`config.mk`:
```
export PLATFORM = sky130hd
export DESIGN_NAME = mat_mac
export DESIGN_NICKNAME = d
export VERILOG_FILES = /design/src/mat_mul_pkg.sv /design/src/mat_mac.sv
export SDC_FILE = /design/constraint.sdc
export NUM_CORES = 1
export LEC_CHECK = 0
export BUFFER_PORTS_ARGS = -buffer_cell sky130_fd_sc_hd__buf_2
export CAP_MARGIN = 0
export CORE_UTILIZATION = 50
export CTS_CLUSTER_DIAMETER = 120
export DETAILED_ROUTE_END_ITERATION = 12
export GPL_ROUTABILITY_DRIVEN = 1
export PLACE_DENSITY = 0.72
export SYNTH_ARGS = -nofsm -noshare
export SYNTH_HDL_FRONTEND = slang
export SYNTH_SLANG_ARGS = --single-unit
```
`constraint.sdc`:
```
create_clock -name clk -period 7 [get_ports clk]
set_clock_uncertainty 0.2 [all_clocks]
set_input_delay 0.35 -clock clk [delete_from_list [all_inputs] [get_ports clk]]
set_output_delay 0.35 -clock clk [all_outputs]
set_load 0.05 [all_outputs]
```
`src/mat_mul_pkg.sv`:
```
package mat_mul_pkg;

    // widths
    parameter int elem_w     = 8;
    parameter int acc_w      = 22;
    parameter int mem_addr_w = 12;
    parameter int apb_addr_w = 16;
    parameter int apb_data_w = 32;

    // a or b element, unsigned
    typedef logic [elem_w-1:0]     elem_t;
    // c element, holds a 64-term sum of 8-bit products
    typedef logic [acc_w-1:0]      acc_t;
    // word address into any of the three arrays, 64x64 max
    typedef logic [mem_addr_w-1:0] mem_addr_t;
    typedef logic [apb_addr_w-1:0] apb_addr_t;
    typedef logic [apb_data_w-1:0] apb_data_t;

    typedef enum logic [1:0] {
        eng_idle,
        eng_run,
        eng_drain
    } eng_state_t;

    // control register, bit 0 starts a run
    localparam apb_addr_t reg_ctrl   = 16'h0000;
    // status register, bit 0 busy, bit 1 sticky done
    localparam apb_addr_t reg_status = 16'h0004;

    // memory windows, one element per 32-bit word
    localparam apb_addr_t win_a = 16'h4000;
    localparam apb_addr_t win_b = 16'h8000;
    localparam apb_addr_t win_c = 16'hC000;

endpackage

```
`src/mat_mac.sv`:
```
`timescale 1ns/1ns

module mat_mac (
    input  logic                   clk,
    input  logic                   rst,
    input  mat_mul_pkg::elem_t     a_data,
    input  mat_mul_pkg::elem_t     b_data,
    input  logic                   term_valid,
    input  logic                   term_first,
    input  logic                   term_last,
    input  mat_mul_pkg::mem_addr_t c_addr,
    output logic                   c_we,
    output mat_mul_pkg::mem_addr_t c_waddr,
    output mat_mul_pkg::acc_t      c_wdata
);

    logic [2*mat_mul_pkg::elem_w-1:0] product;
    mat_mul_pkg::acc_t                acc;
    mat_mul_pkg::acc_t                acc_next;

    assign product = a_data * b_data;

    // first term of a dot product starts a fresh sum
    always_comb begin
        if (term_first) begin
            acc_next = mat_mul_pkg::acc_t'(product);
        end else begin
            acc_next = acc + mat_mul_pkg::acc_t'(product);
        end
    end

    always_ff @(posedge clk) begin
        if (term_valid) begin
            acc <= acc_next;
        end
    end

    // completed sum goes out on its own register, so the
    // accumulator is free for the next dot product right away
    always_ff @(posedge clk) begin
        if (rst) begin
            c_we <= 1'b0;
        end else begin
            c_we <= term_valid && term_last;
        end
    end

    always_ff @(posedge clk) begin
        if (term_valid && term_last) begin
            c_waddr <= c_addr;
            c_wdata <= acc_next;
        end
    end

endmodule

```
==> flow_metrics.env <==
export IMPL_hold_path_class="input port to register"
export IMPL_cts_sinks=57
export IMPL_synth_distinct_cells=50
export IMPL_total_power_mw=2.88
export IMPL_p_leak_nw=2.67
export IMPL_worst_pin_slew_ps=699
export IMPL_status="finished clean"
export IMPL_maxCapViolations=0
export IMPL_crit_required_ps=6970
export IMPL_firstDrtPassIters=5
export IMPL_synth_ff_type="edfxtp_1"
export IMPL_cts_resized=0
export IMPL_place_gp_congestion=0.870
export IMPL_wirelength_um=9660
export IMPL_drive_gt1_share_pct=18.2
export IMPL_path_clk_slew_ps=80
export IMPL_slew_headroom_pct=53.4
export IMPL_ys_seq_area_share_pct=34.3
export IMPL_via_count=3632
export IMPL_setup_viol=0
export IMPL_postSynthCellCount=461
export IMPL_syn_to_final_growth_pct=16.9
export IMPL_remaining_drc_errors=0
export IMPL_antenna_cells=0
export IMPL_power_density_nw_per_um2=496
export IMPL_die_x_um=102
export IMPL_fmax_mhz=166
export IMPL_synth_seq_cells=57
export IMPL_layout_common_cells="buf_2, and2_1, inv_1, edfxtp_1, ha_1"
export IMPL_grtUsageTotal_pct=19.8
export IMPL_rsz0062_at_grt="false"
export IMPL_ys_async_sr_fraction_pct=0
export IMPL_worst_r2r_endpoint="acc[18]"
export IMPL_setup_tns_ps=0
export IMPL_final_util_pct=61.6
export IMPL_core_area_um2=9420
export IMPL_reg2reg_from="acc[0]"
export IMPL_rows=35
export IMPL_clockRootBuffer="clkbuf_8"
export IMPL_critPathKind="input port to register"
export IMPL_clkLatencyLatePin_ps=350
export IMPL_cts_tree="built"
export IMPL_crit_start="a_data[1]"
export IMPL_synth_edf_count=56
export IMPL_overflow=0
export IMPL_cp_end_kind="register"
export IMPL_start_util_pct=52.7
export IMPL_num_io_pins=68
export IMPL_ff2ff_setup_slack_ps=4140
export IMPL_synthesis_nets=585
export IMPL_hpwl_um=7370
export IMPL_drt_iter0_drc=98
export IMPL_grt_pass1_wl_um=16000
export IMPL_ff2ff_path_depth=8
export IMPL_layout_commonest_cell="buf_2"
export IMPL_h_tree_depth=3
export IMPL_die_y_um=102
export IMPL_grt_pass1_vias=3508
export IMPL_cts_buffers=9
export IMPL_clockBufferDepth=2
export IMPL_cp_max_fo=8
export IMPL_startpoint_type="input port"
export IMPL_finalCritPeriodShare_pct=85.9
export IMPL_yosysWarnings=0
export IMPL_final_cells=683
export IMPL_timing_final_crit_period_ps=6010
export IMPL_routedWlPerCell_um=14.1
export IMPL_finalNetCount=673
export IMPL_ir_drop_uv=279
export IMPL_hold_viol_final=0
export IMPL_routed_via_density=5.32
export IMPL_cp_endpoint="c_wdata[20]"
export IMPL_drtAntennaViolNets=0
export IMPL_port_buffers=67
export IMPL_grt_max_degree=39
export IMPL_dp_cells=654
export IMPL_drv_slew=0
export IMPL_die_area_um2=10300
export IMPL_syn_area_um2=4960
export IMPL_synth_area_per_cell_um2=10.8
export IMPL_antenna_found_initial=0
export IMPL_crit_arrival_ps=5990
cell type report:
cell class	count	area, µm²
inverters	58	218
multi-input cells	342	3020
flip-flops and latches	57	1700
fillers	792	3610
well taps	129	161
clock inverters	7	103
repair buffers	81	473
clock buffers	9	124
state kept, by name (all words and copies together) (netlist names):
register / flops
c_wdata: 22
acc: 22
c_we: 1
c_waddr: 12
per-layer routing:
layer	track usage, %	wire (µm)
met3	3.73	248
met2	32.6	4810
met4	4.24	48
met5	0	0
met1	27.3	4560
what timing repair did:
item                                   CTS  global route
buffers inserted                         0             0
endpoints found under the hold margin   13             0
hold buffers                            13             0
metrics by stage:
step	cell area, µm²	hold WS [ps]	setup slack, ps
final	5800	342	989
after global routing	5800	354	649
after CTS	5800	343	1030
after detailed placement	5440	311	699
after global placement	5440	305	815
after floorplan	4960	222	1210
critical path, stage by stage:
cell,delay (ps)
buf_2,140
and2_1,190
fa_1,450
fa_1,540
inv_1,50
fa_1,460
fa_1,540
inv_1,40
ha_1,330
o21ai_0,270
o211ai_1,150
and2_1,200
a221o_1,310
xnor2_1,230
inv_1,110
ha_1,360
and2_2,220
nand2_1,80
o41a_1,440
or3_1,320
a21oi_1,180
how the worst min path moves through the flow:
stage	startpoint	to	slack, ps	cells after the start
2_1_floorplan	rst	c_we	220	1
3_3_place_gp	rst	c_we	310	2
3_5_place_dp	rst	c_we	310	2
4_1_cts	term_valid	acc[12]	340	1
5_1_grt	term_valid	acc[17]	350	1
6_report	term_valid	acc[12]	340	1
cells in the mapped netlist, types with 3 or more instances:
master | count | share of area (%)
and2_1 | 58 | 7.3
inv_1 | 57 | 4.3
edfxtp_1 | 56 | 34
ha_1 | 54 | 14
fa_1 | 37 | 15
nand2_1 | 34 | 2.6
a21oi_1 | 22 | 2.2
o21ai_0 | 20 | 2.0
xnor2_1 | 17 | 3.0
a21o_1 | 11 | 1.7
nor2_1 | 11 | 0.83
xor2_1 | 9 | 1.6
nand3_1 | 7 | 0.71
mux2_2 | 5 | 1.1
nand4_1 | 5 | 0.63
nor2b_1 | 5 | 0.63
o21bai_1 | 5 | 0.76
and3_1 | 4 | 0.50
a211oi_1 | 3 | 0.45
a31oi_1 | 3 | 0.38
nor3_1 | 3 | 0.30
power by group:
group / switching [mW] / total (mW) / leakage (nW) / internal (mW)
clock: 0.150 / 0.353 / 0.110 / 0.203
combinational: 1.20 / 1.94 / 2.01 / 0.739
sequential: 0.0315 / 0.581 / 0.551 / 0.550
total: 1.38 / 2.88 / 2.67 / 1.49
kinds of logic after synthesis:
logic type / after synthesis / synth area share [%]
and+or+nand+nor: 132 / 14.2
AOI/OAI and AO/OA: 88 / 12.4
adders and majority gates: 91 / 28.5
xor gates and xnor gates: 26 / 4.59
buffers and inverters: 62 / 4.87
DFF: 57 / 34.3
muxes: 5 / 1.13
Power figures use the tool's default switching activity.
