<file path="config.mk">
export PLATFORM = sky130hd
export DESIGN_NAME = mat_mul_regs
export DESIGN_NICKNAME = d
export VERILOG_FILES = /design/src/mat_mul_pkg.sv /design/src/mat_mul_regs.sv
export SDC_FILE = /design/constraint.sdc
export NUM_CORES = 1
export LEC_CHECK = 0
export BUFFER_PORTS_ARGS = -buffer_cell sky130_fd_sc_hd__buf_2
export CORE_MARGIN = 4
export CORE_UTILIZATION = 26
export CTS_CLUSTER_DIAMETER = 100
export DETAILED_ROUTE_END_ITERATION = 10
export PLACE_DENSITY_LB_ADDON = 0.05
export SLEW_MARGIN = 5
export SYNTH_ARGS = -nofsm -noshare
export SYNTH_HDL_FRONTEND = slang
export SYNTH_SLANG_ARGS = --single-unit
export TNS_END_PERCENT = 20
</file>
<file path="constraint.sdc">
create_clock -name clk -period 1.82 [get_ports clk]
set_clock_uncertainty 0.1 [all_clocks]
set_input_delay 0.182 -clock clk [delete_from_list [all_inputs] [get_ports clk]]
set_output_delay 0.182 -clock clk [all_outputs]
set_load 0.005 [all_outputs]
</file>
<file path="src/mat_mul_pkg.sv">
package mat_mul_pkg;

    // widths
    parameter int elem_w     = 8;
    parameter int acc_w      = 22;
    parameter int mem_addr_w = 12;
    parameter int apb_addr_w = 16;
    parameter int apb_data_w = 32;

    // a or b element, unsigned
    typedef logic [elem_w-1:0]     elem_t;
    // c element, holds a 64-term sum of 8-bit products
    typedef logic [acc_w-1:0]      acc_t;
    // word address into any of the three arrays, 64x64 max
    typedef logic [mem_addr_w-1:0] mem_addr_t;
    typedef logic [apb_addr_w-1:0] apb_addr_t;
    typedef logic [apb_data_w-1:0] apb_data_t;

    typedef enum logic [1:0] {
        eng_idle,
        eng_run,
        eng_drain
    } eng_state_t;

    // control register, bit 0 starts a run
    localparam apb_addr_t reg_ctrl   = 16'h0000;
    // status register, bit 0 busy, bit 1 sticky done
    localparam apb_addr_t reg_status = 16'h0004;

    // memory windows, one element per 32-bit word
    localparam apb_addr_t win_a = 16'h4000;
    localparam apb_addr_t win_b = 16'h8000;
    localparam apb_addr_t win_c = 16'hC000;

endpackage

</file>
<file path="src/mat_mul_regs.sv">
`timescale 1ns/1ns

module mat_mul_regs #(
    parameter int dim_log2 = 6
) (
    input  logic                   clk,
    input  logic                   rst,
    input  logic                   psel,
    input  logic                   penable,
    input  logic                   pwrite,
    input  mat_mul_pkg::apb_addr_t paddr,
    input  mat_mul_pkg::apb_data_t pwdata,
    output mat_mul_pkg::apb_data_t prdata,
    output logic                   pready,
    output logic                   pslverr,
    output logic                   start,
    input  logic                   busy,
    input  logic                   done_pulse,
    output mat_mul_pkg::mem_addr_t host_addr,
    output mat_mul_pkg::elem_t     host_wdata,
    output logic                   a_we,
    output logic                   b_we,
    output logic                   a_re,
    output logic                   b_re,
    output logic                   c_re,
    input  mat_mul_pkg::elem_t     a_rdata,
    input  mat_mul_pkg::elem_t     b_rdata,
    input  mat_mul_pkg::acc_t      c_rdata
);

    localparam int idx_w = 2 * dim_log2;

    logic       access;
    logic [1:0] win;
    logic       is_mem;
    logic       busy_any;
    logic       mem_err;
    logic       mem_rd;
    logic       rd_pending;
    logic       done_sticky;

    assign access = psel && penable;

    // window from the top two address bits, 0 is the register space
    assign win    = paddr[15:14];
    assign is_mem = (win != 2'b00);

    // a start still in flight counts as busy
    assign busy_any = busy || start;

    assign mem_err = is_mem && (busy_any || (pwrite && (win == mat_mul_pkg::win_c[15:14])));
    assign mem_rd  = access && is_mem && !pwrite && !mem_err;

    // element n sits at window + 4n
    assign host_addr  = mat_mul_pkg::mem_addr_t'(paddr[idx_w+1:2]);
    assign host_wdata = pwdata[mat_mul_pkg::elem_w-1:0];

    assign a_we = access && pwrite && !mem_err && (win == mat_mul_pkg::win_a[15:14]);
    assign b_we = access && pwrite && !mem_err && (win == mat_mul_pkg::win_b[15:14]);

    // read strobes only in the first access cycle
    assign a_re = mem_rd && !rd_pending && (win == mat_mul_pkg::win_a[15:14]);
    assign b_re = mem_rd && !rd_pending && (win == mat_mul_pkg::win_b[15:14]);
    assign c_re = mem_rd && !rd_pending && (win == mat_mul_pkg::win_c[15:14]);

    // one wait state while the array read completes
    assign pready  = access && !(mem_rd && !rd_pending);
    assign pslverr = access && mem_err;

    always_ff @(posedge clk) begin
        if (rst) begin
            rd_pending <= 1'b0;
        end else begin
            rd_pending <= mem_rd && !rd_pending;
        end
    end

    always_ff @(posedge clk) begin
        if (rst) begin
            start <= 1'b0;
        end else begin
            start <= access && pwrite && (paddr == mat_mul_pkg::reg_ctrl) && pwdata[0]
                     && !busy_any;
        end
    end

    // sticky done, cleared by the next start
    always_ff @(posedge clk) begin
        if (rst) begin
            done_sticky <= 1'b0;
        end else if (start) begin
            done_sticky <= 1'b0;
        end else if (done_pulse) begin
            done_sticky <= 1'b1;
        end
    end

    always_comb begin
        prdata = '0;
        if (!mem_err) begin
            case (win)
                2'b00: begin
                    if (paddr == mat_mul_pkg::reg_status) begin
                        prdata = mat_mul_pkg::apb_data_t'({done_sticky, busy});
                    end
                end
                2'b01: prdata = mat_mul_pkg::apb_data_t'(a_rdata);
                2'b10: prdata = mat_mul_pkg::apb_data_t'(b_rdata);
                default: prdata = mat_mul_pkg::apb_data_t'(c_rdata);
            endcase
        end
    end

endmodule

</file>
==> metrics.txt, run 1 <==
outcome complete, but fails checks; failing checks negative setup slack; DR WL/cell 13.07 um; Leak 0.0007528 uW; final WL 3071 um; #FFs+latches synth 3; commonest cells in the netlist buf_4 (30), nor2_1 (16), and2_1 (14); most instantiated library cell after synthesis buf_4; clock sink count 3; Slew Limit Fails 0; Crit Path Class flip-flop to output port; final worst slack -25.84 ps; pre-CTS setup slack -187.7 ps; Post-synth top flop dfxtp_1; highest clock rate 541.8 MHz; Post-DP HPWL 2533 um; clock-pin slew on the worst setup and hold paths 40 ps; Post-synth EDFFs 0; Final Hold Vio Count 0; I/O Pins 153; PwrDens 312.2 nW/um^2; TritonCTS clock tree built; share of cells above drive strength 1 0.6667; post-synth top area cell buf_4; Synth warnings 0; Mapped Cells 114; post-layout util 0.4675; register area share after synthesis 0.07607; CTS Buffer Depth 2; post-synth top area share 0.2853; drt drc 0; max_cap viols 0; Synth Cell Area 789.5 sq um; Worst setup EP type output port; unrepaired setup endpoints after global routing true; Tcrit/Tclk final 1.014; Initial Util 0.2791; CP arrival 1560 ps; # rows 19; Die Ht 63.11 um; top cells by area, synth buf_4 (29%), and2_1 (11%), mux2_2 (8.6%), dfxtp_1 (7.6%), nor2_1 (7.6%); Core Region 2829 sq um; VDD IR-drop max 0.2683 mV; GRT Resource Usage Total 0.1372; nets 298; DR vias/cell 4.421; GPL Wtd Cong 0.6976; grt ovf 0; Final Setup Violations 2; die width 63.11 um; Vias 1039; htree depth 1; Tmin final 1846 ps; vias in the first global route 978; first-pass GRT wire length 4547 um; FFs w/ async S/R, synth 0; DIE AREA 3982 sq um; final antenna-violating net count 0; Root Buffer clkbuf_4; Iter 0 DRT Violations 7; syn avg cell area 6.925 sq um; Worst-Skew Late Latency 230 ps; cts-stage hold buffer count 0; Pre-antenna DRT Iters 4; setup TNS -26.62 ps; n_diodes 0; Worst Path Required 1540 ps; crit path launch type flip-flop; largest net degree at the start of global routing 21; HP Class input port to flip-flop; Cell variety after synth 25; initial antenna violation count 0; area grow syn2layout 67.51%; CTS buffer count 3; Port Buffers 104; critical path fanouts, max 5
per-stage QoR:
| stage | total power (uW) | hold slack (ps) | area (sq um) | instances |
|---|---|---|---|---|
| 6_report | 412.8 | 35.00 | 1323 | 235 |
| 4_1_cts | 406.1 | 34.94 | 1266 | 235 |
| 3_5_place_dp | 266.7 | 264.0 | 1156 | 226 |
| 5_1_grt | 450.0 | 34.38 | 1323 | 235 |
| 3_3_place_gp | 263.6 | 264.0 | 1156 | 226 |
| 2_1_floorplan | 201.0 | 154.4 | 823.3 | 123 |
layer usage:
layer	track usage	share of wire	vias to the layer above	wire, um
met5	0	0	-	0
met4	0.02479	0	0	0
met3	0.03020	0.11	0	323
met2	0.2754	0.56	54	1727
met1	0.1438	0.33	450	1020
li1	-	-	535	-
power breakdown:
group          internal (uW)  switching (uW)  total (uW)
clock network           82.2            35.3         118
logic                    125             101         226
registers               68.0           0.867        68.9
critical path, cell delays in order, from the launching register on:
cell,delay (ps)
dfxtp_2,310
or2_4,230
or4_4,520
nor2b_1,150
buf_2,120
repair_timing:
item	in CTS	in global routing
endpoints found under the setup margin	13	24
buffers inserted	4	0
gates resized for setup	9	14
pin swaps	9	6
cloned	1	0
state kept, by name, summed over array words and instances, names as in the netlist:
signal / flops
done_sticky: 1
rd_pending: 1
start: 1
worst paths after layout:
kind / start / to / slack (ps) / depth (start not counted)
max reg2reg: start / rd_pending / 500 / 3
min: rst / rd_pending / 40 / 2
min reg2reg: done_sticky / done_sticky / 390 / 2
max: start / pready / -30 / 4
kinds of logic after synthesis:
| logic type | count (synthesis) | share of synthesized area |
|---|---|---|
| compound gates | 13 | 0.1379 |
| buf+inv | 36 | 0.3249 |
| flops | 3 | 0.07607 |
| mux | 6 | 0.08557 |
| simple gates | 55 | 0.3709 |
| other cells | 1 | 0.004750 |
final cells by class:
cell class / instances / area, sq um
clock buffers: 4 / 26.28
repair buffers: 112 / 609.3
fillers: 316 / 1506
flip-flops and latches: 3 / 61.31
well taps: 31 / 38.79
multi-input cells: 85 / 586.8
cells in the final DEF, fill, tap and decap left out, drive strengths merged, types with 2 or more instances in the layout:
| master | count |
|---|---|
| buf | 112 |
| nor2 | 16 |
| and2 | 14 |
| conb | 10 |
| nand2 | 7 |
| mux2 | 6 |
| a22oi | 6 |
| clkbuf | 4 |
| nor4 | 4 |
| nor2b | 3 |
| or4 | 3 |
| nand2b | 3 |
| nor3 | 3 |
| dfxtp | 3 |
| a22o | 2 |
| o21ai | 2 |
| a311oi | 2 |
Power figures use the tool's default switching activity.
==> run 2, diff against run 1 <==
- RECOVER_POWER: unset -> 100
==> metrics.txt, run 2 (synthesis results as in run 1) <==
Crit Path Class flip-flop to output port; Pre-antenna DRT Iters 4; DR WL/cell 13.23 um; unrepaired setup endpoints after global routing true; # rows 19; Leak 0.0006994 uW; Internal 271.5 uW; commonest non-fill, non-tap cell in the layout buf_2; n_diodes 0; Largest regs done_sticky: 1 flops, rd_pending: 1 flops, start: 1 flops; Root Buffer clkbuf_4; outcome complete, but fails checks; area grow syn2layout 64.66%; setup TNS -27.98 ps; Hold Crit Depth 2; VDD IR-drop max 0.2684 mV; final worst slack -27.98 ps; share of cells above drive strength 1 0.5931; GRT Resource Usage Total 0.1372; Finished Layout Cells 235; clock sink count 3; Slew Limit Fails 0; highest clock rate 541.1 MHz; reg2reg end rd_pending; grt ovf 0; Initial Util 0.2791; nets 298; placed instance count 226; TritonCTS clock tree built; Iter 0 DRT Violations 10; critical path fanouts, max 5; crit path launch type flip-flop; DIE AREA 3982 sq um; post-layout util 0.4595; NetSw 137.9 uW; Port Buffers 104; GRT met3 Usage 0.03020; Clock power frac 0.287; Die Ht 63.11 um; Min Hold Slack 34.99 ps; GPL Wtd Cong 0.6976; PwrDens 314.9 nW/um^2; Vias 1043; Worst setup EP type output port; Hold EP rd_pending; Post-DP HPWL 2533 um; Tcrit/Tclk final 1.015; first-pass GRT wire length 4547 um; switching part of the total 0.3368; M1 GR Usage 0.1438; CTS Buffer Depth 2; cts-stage hold buffer count 0; Tmin final 1848 ps; die width 63.11 um; failing checks negative setup slack; Worst-Skew Late Latency 230 ps; commonest cells after routing, fill and taps aside buf_2 (83), clkbuf_1 (16), nor2_1 (14), and2_1 (13), conb_1 (10); drt drc 0; initial antenna violation count 0; HP Class input port to flip-flop; hold path startpoint rst; largest net degree at the start of global routing 21; Final Setup Violations 1; I/O Pins 153; htree depth 1; CTS buffer count 3; vias in the first global route 978; max_cap viols 0; DR vias/cell 4.438; CP arrival 1570 ps; Final Hold Vio Count 0; register share of total power 0.168; final WL 3110 um; Worst Path Required 1540 ps; grt peak-use layer met2; Tot Pwr 409.4 uW; final antenna-violating net count 0; depth of the worst register-to-register path 3; r2r setup slk 500 ps; Global Route met2 Usage 0.2754; Core Region 2829 sq um; FF-to-FF Start start; Gate power share 0.545; clock-pin slew on the worst setup and hold paths 40 ps
[run 2: cell count changes in the layout (fill, tap and decap cells not counted)]
| cell | previous run | this run |
|---|---|---|
| buf_2 | 100 | 83 |
| buf_6 | 5 | 4 |
| and2_0 | 0 | 1 |
| clkbuf_1 | 1 | 16 |
| and2_1 | 14 | 13 |
| clkbuf_4 | 3 | 4 |
| clkbuf_2 | 0 | 2 |
[run 2: stage by stage]
stage	area [sq um]	setup WS (ps)
global route	1300	-70.65
CTS	1266	-67.18
detailed placement	1156	-187.7
global placement	1156	-186.0
floorplan	823.3	88.51
finish	1300	-27.98
[run 2: worst max path at each step]
stage               slack [ps]        end       from  depth (start not counted)
floorplan                   90  prdata[0]  paddr[15]                          5
global placement          -190  prdata[1]   paddr[3]                          6
detailed placement        -190  prdata[1]   paddr[1]                          6
CTS                        -70     pready      start                          4
global route               -70     pready      start                          4
finish                     -30     pready      start                          4
[run 2: worst max-delay path, cell delays in order (launching register included)]
cell	delay, ps
dfxtp_2	310
or2_4	230
or4_4	520
nor2b_1	150
buf_2	130
[run 2: timing repair]
action                                  4_1_cts  5_1_grt
setup buffers                                 4        0
endpoints found under the setup margin       13       24
gates cloned                                  1        0
pin swaps                                     9        6
resized for setup                             9       14
[run 2: area by class of cell]
cell class                      instances  area (sq um)
Sequential cell                         3         61.31
Tap cell                               31         38.79
Clock buffer                            4         26.28
Fill cell                             326          1529
Timing Repair Buffer                  112         586.8
Multi-Input combinational cell         85         586.8
[run 2: power groups by stage]
stage               combinational [uW]  sequential (uW)  clock (uW)
global route                       245             69.1         132
CTS                                215             68.9         122
finish                             223             68.9         118
global placement                   194             69.9           0
floorplan                          131             69.6           0
detailed placement                 197             69.9           0
[run 2: metal layers]
layer | vias to the layer above | part of all wire
li1 | 535 | -
met1 | 454 | 0.34
met2 | 54 | 0.56
met3 | 0 | 0.10
met5 | - | 0
met4 | 0 | 0
