<file path="src/mat_mul_pkg.sv">
package mat_mul_pkg;

    // widths
    parameter int elem_w     = 8;
    parameter int acc_w      = 22;
    parameter int mem_addr_w = 12;
    parameter int apb_addr_w = 16;
    parameter int apb_data_w = 32;

    // a or b element, unsigned
    typedef logic [elem_w-1:0]     elem_t;
    // c element, holds a 64-term sum of 8-bit products
    typedef logic [acc_w-1:0]      acc_t;
    // word address into any of the three arrays, 64x64 max
    typedef logic [mem_addr_w-1:0] mem_addr_t;
    typedef logic [apb_addr_w-1:0] apb_addr_t;
    typedef logic [apb_data_w-1:0] apb_data_t;

    typedef enum logic [1:0] {
        eng_idle,
        eng_run,
        eng_drain
    } eng_state_t;

    // control register, bit 0 starts a run
    localparam apb_addr_t reg_ctrl   = 16'h0000;
    // status register, bit 0 busy, bit 1 sticky done
    localparam apb_addr_t reg_status = 16'h0004;

    // memory windows, one element per 32-bit word
    localparam apb_addr_t win_a = 16'h4000;
    localparam apb_addr_t win_b = 16'h8000;
    localparam apb_addr_t win_c = 16'hC000;

endpackage

</file>
<file path="src/mat_addr_gen.sv">
`timescale 1ns/1ns

module mat_addr_gen #(
    parameter int dim_log2 = 6
) (
    input  logic                   clk,
    input  logic                   rst,
    input  logic                   start,
    output logic                   busy,
    output logic                   done_pulse,
    output logic                   rd_en,
    output mat_mul_pkg::mem_addr_t a_addr,
    output mat_mul_pkg::mem_addr_t b_addr,
    output logic                   term_valid,
    output logic                   term_first,
    output logic                   term_last,
    output mat_mul_pkg::mem_addr_t c_addr
);

    localparam int cnt_w = 3 * dim_log2;

    mat_mul_pkg::eng_state_t state;

    // {i, j, k} with k as the fastest index
    logic [cnt_w-1:0]    cnt;
    logic [dim_log2-1:0] row_i;
    logic [dim_log2-1:0] col_j;
    logic [dim_log2-1:0] term_k;
    logic [1:0]          drain_cnt;

    assign row_i  = cnt[cnt_w-1 -: dim_log2];
    assign col_j  = cnt[2*dim_log2-1 -: dim_log2];
    assign term_k = cnt[dim_log2-1:0];

    assign busy  = (state != mat_mul_pkg::eng_idle);
    assign rd_en = (state == mat_mul_pkg::eng_run);

    // third drain cycle, the last c write has landed by now
    assign done_pulse = (state == mat_mul_pkg::eng_drain) && (drain_cnt == 2'd2);

    // a walks along row i, b walks down column j
    assign a_addr = mat_mul_pkg::mem_addr_t'({row_i, term_k});
    assign b_addr = mat_mul_pkg::mem_addr_t'({term_k, col_j});

    always_ff @(posedge clk) begin
        if (rst) begin
            state     <= mat_mul_pkg::eng_idle;
            cnt       <= '0;
            drain_cnt <= '0;
        end else begin
            case (state)
                mat_mul_pkg::eng_idle: begin
                    if (start) begin
                        state <= mat_mul_pkg::eng_run;
                        cnt   <= '0;
                    end
                end
                mat_mul_pkg::eng_run: begin
                    cnt <= cnt + 1'b1;
                    if (&cnt) begin
                        state     <= mat_mul_pkg::eng_drain;
                        drain_cnt <= '0;
                    end
                end
                mat_mul_pkg::eng_drain: begin
                    drain_cnt <= drain_cnt + 1'b1;
                    if (done_pulse) begin
                        state <= mat_mul_pkg::eng_idle;
                    end
                end
                default: begin
                    state <= mat_mul_pkg::eng_idle;
                end
            endcase
        end
    end

    // term markers lag the address by the array read latency
    always_ff @(posedge clk) begin
        if (rst) begin
            term_valid <= 1'b0;
            term_first <= 1'b0;
            term_last  <= 1'b0;
        end else begin
            term_valid <= rd_en;
            term_first <= rd_en && (term_k == '0);
            term_last  <= rd_en && (&term_k);
        end
    end

    always_ff @(posedge clk) begin
        c_addr <= mat_mul_pkg::mem_addr_t'({row_i, col_j});
    end

endmodule

</file>
<file path="config.mk">
export PLATFORM = sky130hd
export DESIGN_NAME = mat_addr_gen
export DESIGN_NICKNAME = d
export VERILOG_FILES = /design/src/mat_mul_pkg.sv /design/src/mat_addr_gen.sv
export SDC_FILE = /design/constraint.sdc
export NUM_CORES = 1
export LEC_CHECK = 0
export ABC_AREA = 0
export ABC_CLOCK_PERIOD_IN_PS = 2750
export CORE_ASPECT_RATIO = 1.1
export CORE_MARGIN = 3
export CORE_UTILIZATION = 25
export CTS_BUF_LIST = sky130_fd_sc_hd__clkbuf_8
export CTS_CLUSTER_DIAMETER = 100
export DETAILED_ROUTE_END_ITERATION = 6
export DONT_BUFFER_PORTS = 1
export SYNTH_ARGS = -nofsm -noshare
export SYNTH_HDL_FRONTEND = slang
export SYNTH_SLANG_ARGS = --single-unit
</file>
<file path="constraint.sdc">
create_clock -name clk -period 2.75 [get_ports clk]
set_input_delay 0.1375 -clock clk [delete_from_list [all_inputs] [get_ports clk]]
set_output_delay 0.1375 -clock clk [all_outputs]
set_load 0.1 [all_outputs]
</file>
==> out/metrics.cfg, run 1 <==
[clocking]
postCtsResizedCells=0
clkTransAtPathRegs_ns=0.08
postCtsSetupRepairBufs=0
worst_skew_pair.late_latency_ns=0.29
clk_path_buf_depth=2
hold_buffers=1
cts_num_sinks=37
root_buffer=clkbuf_8
cts_max_level=2
numCtsBuffers=5
cts_tree=yes

[synth]
synth.area.top_cells=dfxtp_1, nor2_1, a21oi_1, buf_4, nand3b_1
synth_top_area_share_pct=48.7
synth.largest_area_cell=dfxtp_1
syn-num-nets=169
yosysSeqAreaShare_pct=48.7
syn_area_per_cell_um2=9.33
synth-edff-count=0
ys_seq_elements=37
async_reset_ff_share_pct=0
ys_types=37
syn_area_um2=1520
synthCells=163
ys.flop_type=dfxtp_1
yosysWarnings=0

[global_route]
grt_pass1_vias=1211
antenna_found_initial=0
globalRouteOverflowTotal=0
grt_max_degree=21
grt_pass1_wl_mm=5.95
grt_usage_pct=11.2

[cells_and_area]
drive_gt1_share_pct=23.9
fill_cells=601
multi_input_area_um2=682
antennaDiodeCount=0
seq_area_um2=748
nets=185
synthToLayoutAreaGrowth_pct=19.7

[power_and_ir_drop]
power_density_nw_per_um2=572
power.leakage_nw=0.690
ir_drop_mv=0.182
power.total_w=0.00104

[sta]
fin_crit_ns=1.92
slew_violations=0
setup_tns_ns=0
finalHoldViolCount=0
max_slew.worst_pin.slew_ns=0.943
rsz0062_at_grt=no
worst_clock_skew_ns=0.00883
fmax_mhz=520
setup_viol=0
relSlewSlack_pct=37.0
finalCritPeriodShare_pct=70.0
hold_ws_ns=0.0133
worst_slack_ns=0.826

[run_status]
status=complete, no violations

[setup_path]
crit_path_end_kind=flop
critPathRequiredTime_ns=2.96
worstPathArrival_ns=2.14
crit_type=reg -> reg
cp_max_fo=11
critical_path.startpoint_type=flop
rrSetupSlack_ns=0.83

[die]
core_um2=5840
dieArea_um2=7060
die_h_um=87.8
start_util_pct=26.0
die_w_um=80.4
placementRows=29
pin_count=45

[detailed_routing]
wl_per_cell_um=14.6
vias=1264
remaining_drc_errors=0
firstDrtPassIters=4
via_per_inst=4.92
postRouteAntennaNets=0
drt_first_iter_violations=60
routed_wl_mm=3.76

[hold_path]
min_path_type=in -> reg

[placement]
dp_slack_ns=0.897
dp_hpwl_mm=2.57
port_buffers=0
globalplace.congestion=0.747

[job]
cap_violations=0

## power by group
group          internal, W  switching (W)
registers         0.000540      0.0000174
logic            0.0000151      0.0000649
clock network     0.000203       0.000201
total             0.000758       0.000284
## logic make-up (layout without fill, tap and decap cells)
family,after synthesis,count (layout),share of synthesized area (%)
simple gates,70,70,27.9
flops,37,37,48.7
compound gates,31,31,13.6
buf+inv,21,38,6.66
fa+ha+maj,3,3,2.47
mux,1,1,0.740
## synthesized netlist by cell type (4+ instances only)
| library cell | count |
|---|---|
| nor2_1 | 14 |
| or3_1 | 6 |
| a21oi_1 | 9 |
| buf_4 | 6 |
| inv_1 | 8 |
| o211ai_1 | 5 |
| nand2_1 | 8 |
| nand3_1 | 7 |
| nand3b_1 | 6 |
| dfxtp_1 | 37 |
| a31oi_1 | 5 |
| and3_1 | 4 |
| clkbuf_1 | 7 |
## layout make-up
cell class              count  share of cell area [%]
multi-input cells         105                    37.5
inverters                   8                    1.65
clock inverters             2                   0.756
well taps                  77                    5.29
clock buffers               6                    4.54
flip-flops and latches     37                    41.1
repair buffers             22                    9.21
## stage by stage
stage / util, % / cell area [µm²] / cells
final: 31.2 / 1820 / 257
after floorplan: - / 1520 / 163
after CTS: 31.2 / 1820 / 257
after global routing: 31.2 / 1820 / 257
after global placement: 29.3 / 1710 / 248
after detailed placement: 29.3 / 1710 / 248
## state kept, by name, summed over array words and instances (netlist names)
signal,flops
c_addr,12
cnt,18
drain_cnt,2
state,2
term_first,1
term_last,1
term_valid,1
## final timing paths
check | from | endpoint | cells past startpoint
hold reg to reg | cnt[14] | c_addr[8] | 0
setup / recovery | cnt[5] | cnt[17] | 4
hold / removal | rst | cnt[14] | 1
setup reg to reg | cnt[5] | cnt[17] | 4
## critical path, stage by stage (launching register included)
cell	delay, ns
dfxtp_2	0.34
nand4_1	0.33
or4_4	0.69
or3_1	0.36
a21oi_1	0.13
## cell usage in the layout, fill, tap and decap left out, types with 4 or more instances in the layout
cell type / instances
a21oi_1: 9
a31oi_1: 5
and3_1: 4
buf_4: 21
clkbuf_8: 6
dfxtp_1: 31
dfxtp_2: 6
inv_1: 8
nand2_1: 8
nand3_1: 7
nand3b_1: 6
nor2_1: 13
o211ai_1: 5
or3_1: 6
## layer usage
metal / wire (µm) / up-vias / global-route usage (%) / part of all wire, %
met1: 1640 / 590 / 12.5 / 44
met2: 1740 / 38 / 18.0 / 46
met5: 0 / - / 0 / 0
li1: - / 628 / - / -
met4: 61 / 0 / 4.76 / 1.6
met3: 314 / 8 / 5.56 / 8.4
Power figures use the tool's default switching activity.
==> run 2, diff against run 1 <==
ABC_AREA = 1   (was 0)
ABC_CLOCK_PERIOD_IN_PS = 1900   (was 2750)
clock period = 1.9 ns   (was 2.75 ns; I/O delays follow)
==> run 2 against run 1 <==
Against the previous run: global-route usage down 0.56 points; largest power group unchanged; sequential power up 42%; final area rose by 14%; combinational power is 120% higher; first-iteration DRC count rose by 77%; final cell count up 26%; synthesized area increased by 8.1%; highest routed layer unchanged; synthesized cell count rose by 27%; clock power rose by 51%; clock skew fell by 0.0026 ns.
==> out/metrics.cfg, run 2 <==
[clocking]
clkTransAtPathRegs_ns=0.07  ; about the same
cts_num_sinks=37  ; unchanged
numCtsBuffers=5  ; unchanged
cts_tree=yes
clk_path_buf_depth=2  ; unchanged
cts_max_level=2  ; unchanged
root_buffer=clkbuf_8
worst_skew_pair.late_latency_ns=0.29  ; about the same

[synth]
async_reset_ff_share_pct=0  ; unchanged
yosysSeqAreaShare_pct=45.1  ; -3.6 points
synth_top_area_share_pct=45.1  ; -3.6 points
synth.largest_area_cell=dfxtp_1
synth_xor_area_share_pct=0  ; unchanged
syn-num-nets=213  ; +26%
ys_types=32  ; -14%
yosys.area_share.simple_pct=29.0  ; +1.1 points
synth.most_common_cell=nand2_1
synthMuxAreaShare_pct=0  ; -0.74 points
synthAdderAreaFrac_pct=2.28  ; -0.18 points
syn_area_per_cell_um2=7.94  ; -15%
synthCells=207  ; +27%
synth.area.top_cells=dfxtp_1, nand2_1, inv_1, nor2_1, a21oi_1
ys.flop_type=dfxtp_1
syn_area_um2=1640  ; +8.1%
synth_top_cells_by_count=nand2_1, dfxtp_1, inv_1
synth-edff-count=0  ; unchanged
yosysWarnings=0  ; unchanged
ys_seq_elements=37  ; unchanged
synth_compound_area_share_pct=12.7  ; -0.86 points
synth_top_family_by_area=simple AND/OR/NAND/NOR gates

[die]
start_util_pct=26.2  ; +0.18 points
die_h_um=91.1  ; +3.7%
pin_count=45  ; unchanged
placementRows=30  ; +3.4%
die_w_um=83.3  ; +3.7%
core_um2=6270  ; +7.3%
dieArea_um2=7590  ; +7.5%

[setup_path]
slowest_delay_ns=0.40  ; -0.29 ns
crit_path_frequent_cell=buf_4
critPathRequiredTime_ns=1.80  ; -1.16 ns
crit_path_end_kind=output pin
crit_path_end=rd_en
worstPathArrival_ns=1.50  ; -0.64 ns
rrSetupSlack_ns=0.47  ; -0.36 ns
cpLargestDelayFamily=buffers and inverters
crit_type=reg -> out
critPathSlowestCell=dfxtp_1
ff2ff_path_depth=8  ; +4
cp_num_buf_inv=3  ; +3
crit_cells=4  ; unchanged
r2r-start=cnt[0]
critical_path.startpoint_type=flop
r2r-end=drain_cnt[1]
path_cells=inv_2 > nor2_4 > buf_4 > buf_4
cp_max_fo=9  ; -2
crit_start=state[0]

[cells_and_area]
drive_gt1_share_pct=33.2  ; +9.3 points
antennaDiodeCount=0  ; unchanged
final_area_um2=2070  ; +14%
final_common_cell=nand2_1
fill_cells=665  ; +11%
reg.largest.list=cnt (18), c_addr (12)
nets=249  ; +35%
largest_reg_flops=18  ; unchanged
final_cell_mix=nand2_1, buf_4, dfxtp_1, inv_1, nor2_1
synthToLayoutAreaGrowth_pct=26.2
regMostFlops=cnt

[sta]
fmax_mhz=625
relSlewSlack_pct=62.9  ; +26 points
fin_crit_ns=1.60
slew_violations=0  ; unchanged
worst_clock_skew_ns=0.00622  ; -0.00261 ns
finalHoldViolCount=0  ; unchanged
rsz0062_at_grt=no
finalCritPeriodShare_pct=84.2
max_slew.worst_pin.slew_ns=0.556  ; -0.387 ns
setup_tns_ns=0  ; unchanged
setup_viol=0  ; unchanged

[global_route]
grt_pass1_wl_mm=6.63  ; +11%
globalRouteOverflowTotal=0  ; unchanged
grt_usage_pct=10.6  ; -0.56 points
grt_max_degree=17  ; -19%
grt_pass1_vias=1384  ; +14%
antenna_found_initial=0  ; unchanged

[detailed_routing]
routed_wl_mm=3.92  ; +4.2%
postRouteAntennaNets=0  ; unchanged
vias=1449  ; +15%
via_per_inst=4.47  ; -9.1%
remaining_drc_errors=0  ; unchanged
firstDrtPassIters=4  ; unchanged
wl_per_cell_um=12.1  ; -17%
drt_first_iter_violations=106  ; +77%

[job]
cap_violations=0  ; unchanged

[hold_path]
min_path_type=in -> reg

[power_and_ir_drop]
power_density_nw_per_um2=763  ; +33%
power.leakage_nw=0.812  ; +18%
ir_drop_mv=0.277  ; +52%

[placement]
globalplace.congestion=0.904  ; +21%
dp_hpwl_mm=2.96  ; +15%
place_area_um2=1960  ; +15%
port_buffers=0  ; unchanged

[run_status]
status=complete, no violations

run 2: worst min-delay path by stage:
stage,startpoint,end,slack [ns],cells past startpoint
after floorplan,rst,state[1],0.34,2
final,start,cnt[15],0.13,3
after detailed placement,rst,state[1],0.17,1
after CTS,start,cnt[15],0.12,3
after global placement,rst,state[1],0.16,1
after global routing,start,cnt[9],0.15,3
run 2: layout make-up:
| cell class | instances | area [µm²] | share of cell area, % |
|---|---|---|---|
| tap | 80 | 100 | 4.83 |
| timing repair buffer | 38 | 288 | 13.9 |
| inverter | 28 | 105 | 5.07 |
| clock buffer | 7 | 96.3 | 4.64 |
| multi-input combinational | 133 | 731 | 35.2 |
| sequential | 37 | 749 | 36.1 |
| clock inverter | 1 | 5.00 | 0.241 |
run 2: power breakdown:
group	internal (W)	leakage [nW]	total [W]	switching, W
clock network	0.000328	0.0542	0.000612	0.000284
registers	0.000783	0.302	0.000791	0.00000851
logic	0.0000309	0.456	0.000179	0.000148
run 2: metrics by stage:
step           hold slack, ns  utilization (%)  std cells  power, W  setup slack (ns)
3_5_place_dp            0.165             31.3        315  0.000984             0.499
4_1_cts                 0.125             33.1        324   0.00160             0.303
3_3_place_gp            0.163             31.3        315  0.000984             0.533
6_report                0.128             33.1        324   0.00158             0.301
5_1_grt                 0.154             33.1        324   0.00164             0.233
2_1_floorplan           0.343                -        207  0.000959         0.0000696
run 2: metal layers:
| metal | wire length, µm | GRT usage (%) |
|---|---|---|
| met1 | 1650 | 12.4 |
| met2 | 1850 | 17.2 |
| met3 | 321 | 4.08 |
| met4 | 99 | 4.63 |
| met5 | 0 | 0 |
run 2: timing repair:
action                                 4_1_cts  5_1_grt
setup buffers                                0        0
endpoints found under the hold margin        9        0
gates resized for setup                      0        0
hold buffers                                 1        0
run 2: cells by family after synthesis:
kind of cell / count (synthesis)
buffers and inverters: 37
flip-flops: 37
adder cells (fa/ha/maj): 3
AO/OA/AOI/OAI: 35
AND/OR/NAND/NOR: 95
run 2: worst register-to-register path, delay by kind of cell, from the launching register on:
kind	cells	cell delay, ns
adder cells (fa/ha/maj)	1	0.22
AND/OR/NAND/NOR	6	0.61
flip-flops	1	0.40
AO/OA/AOI/OAI	1	0.06
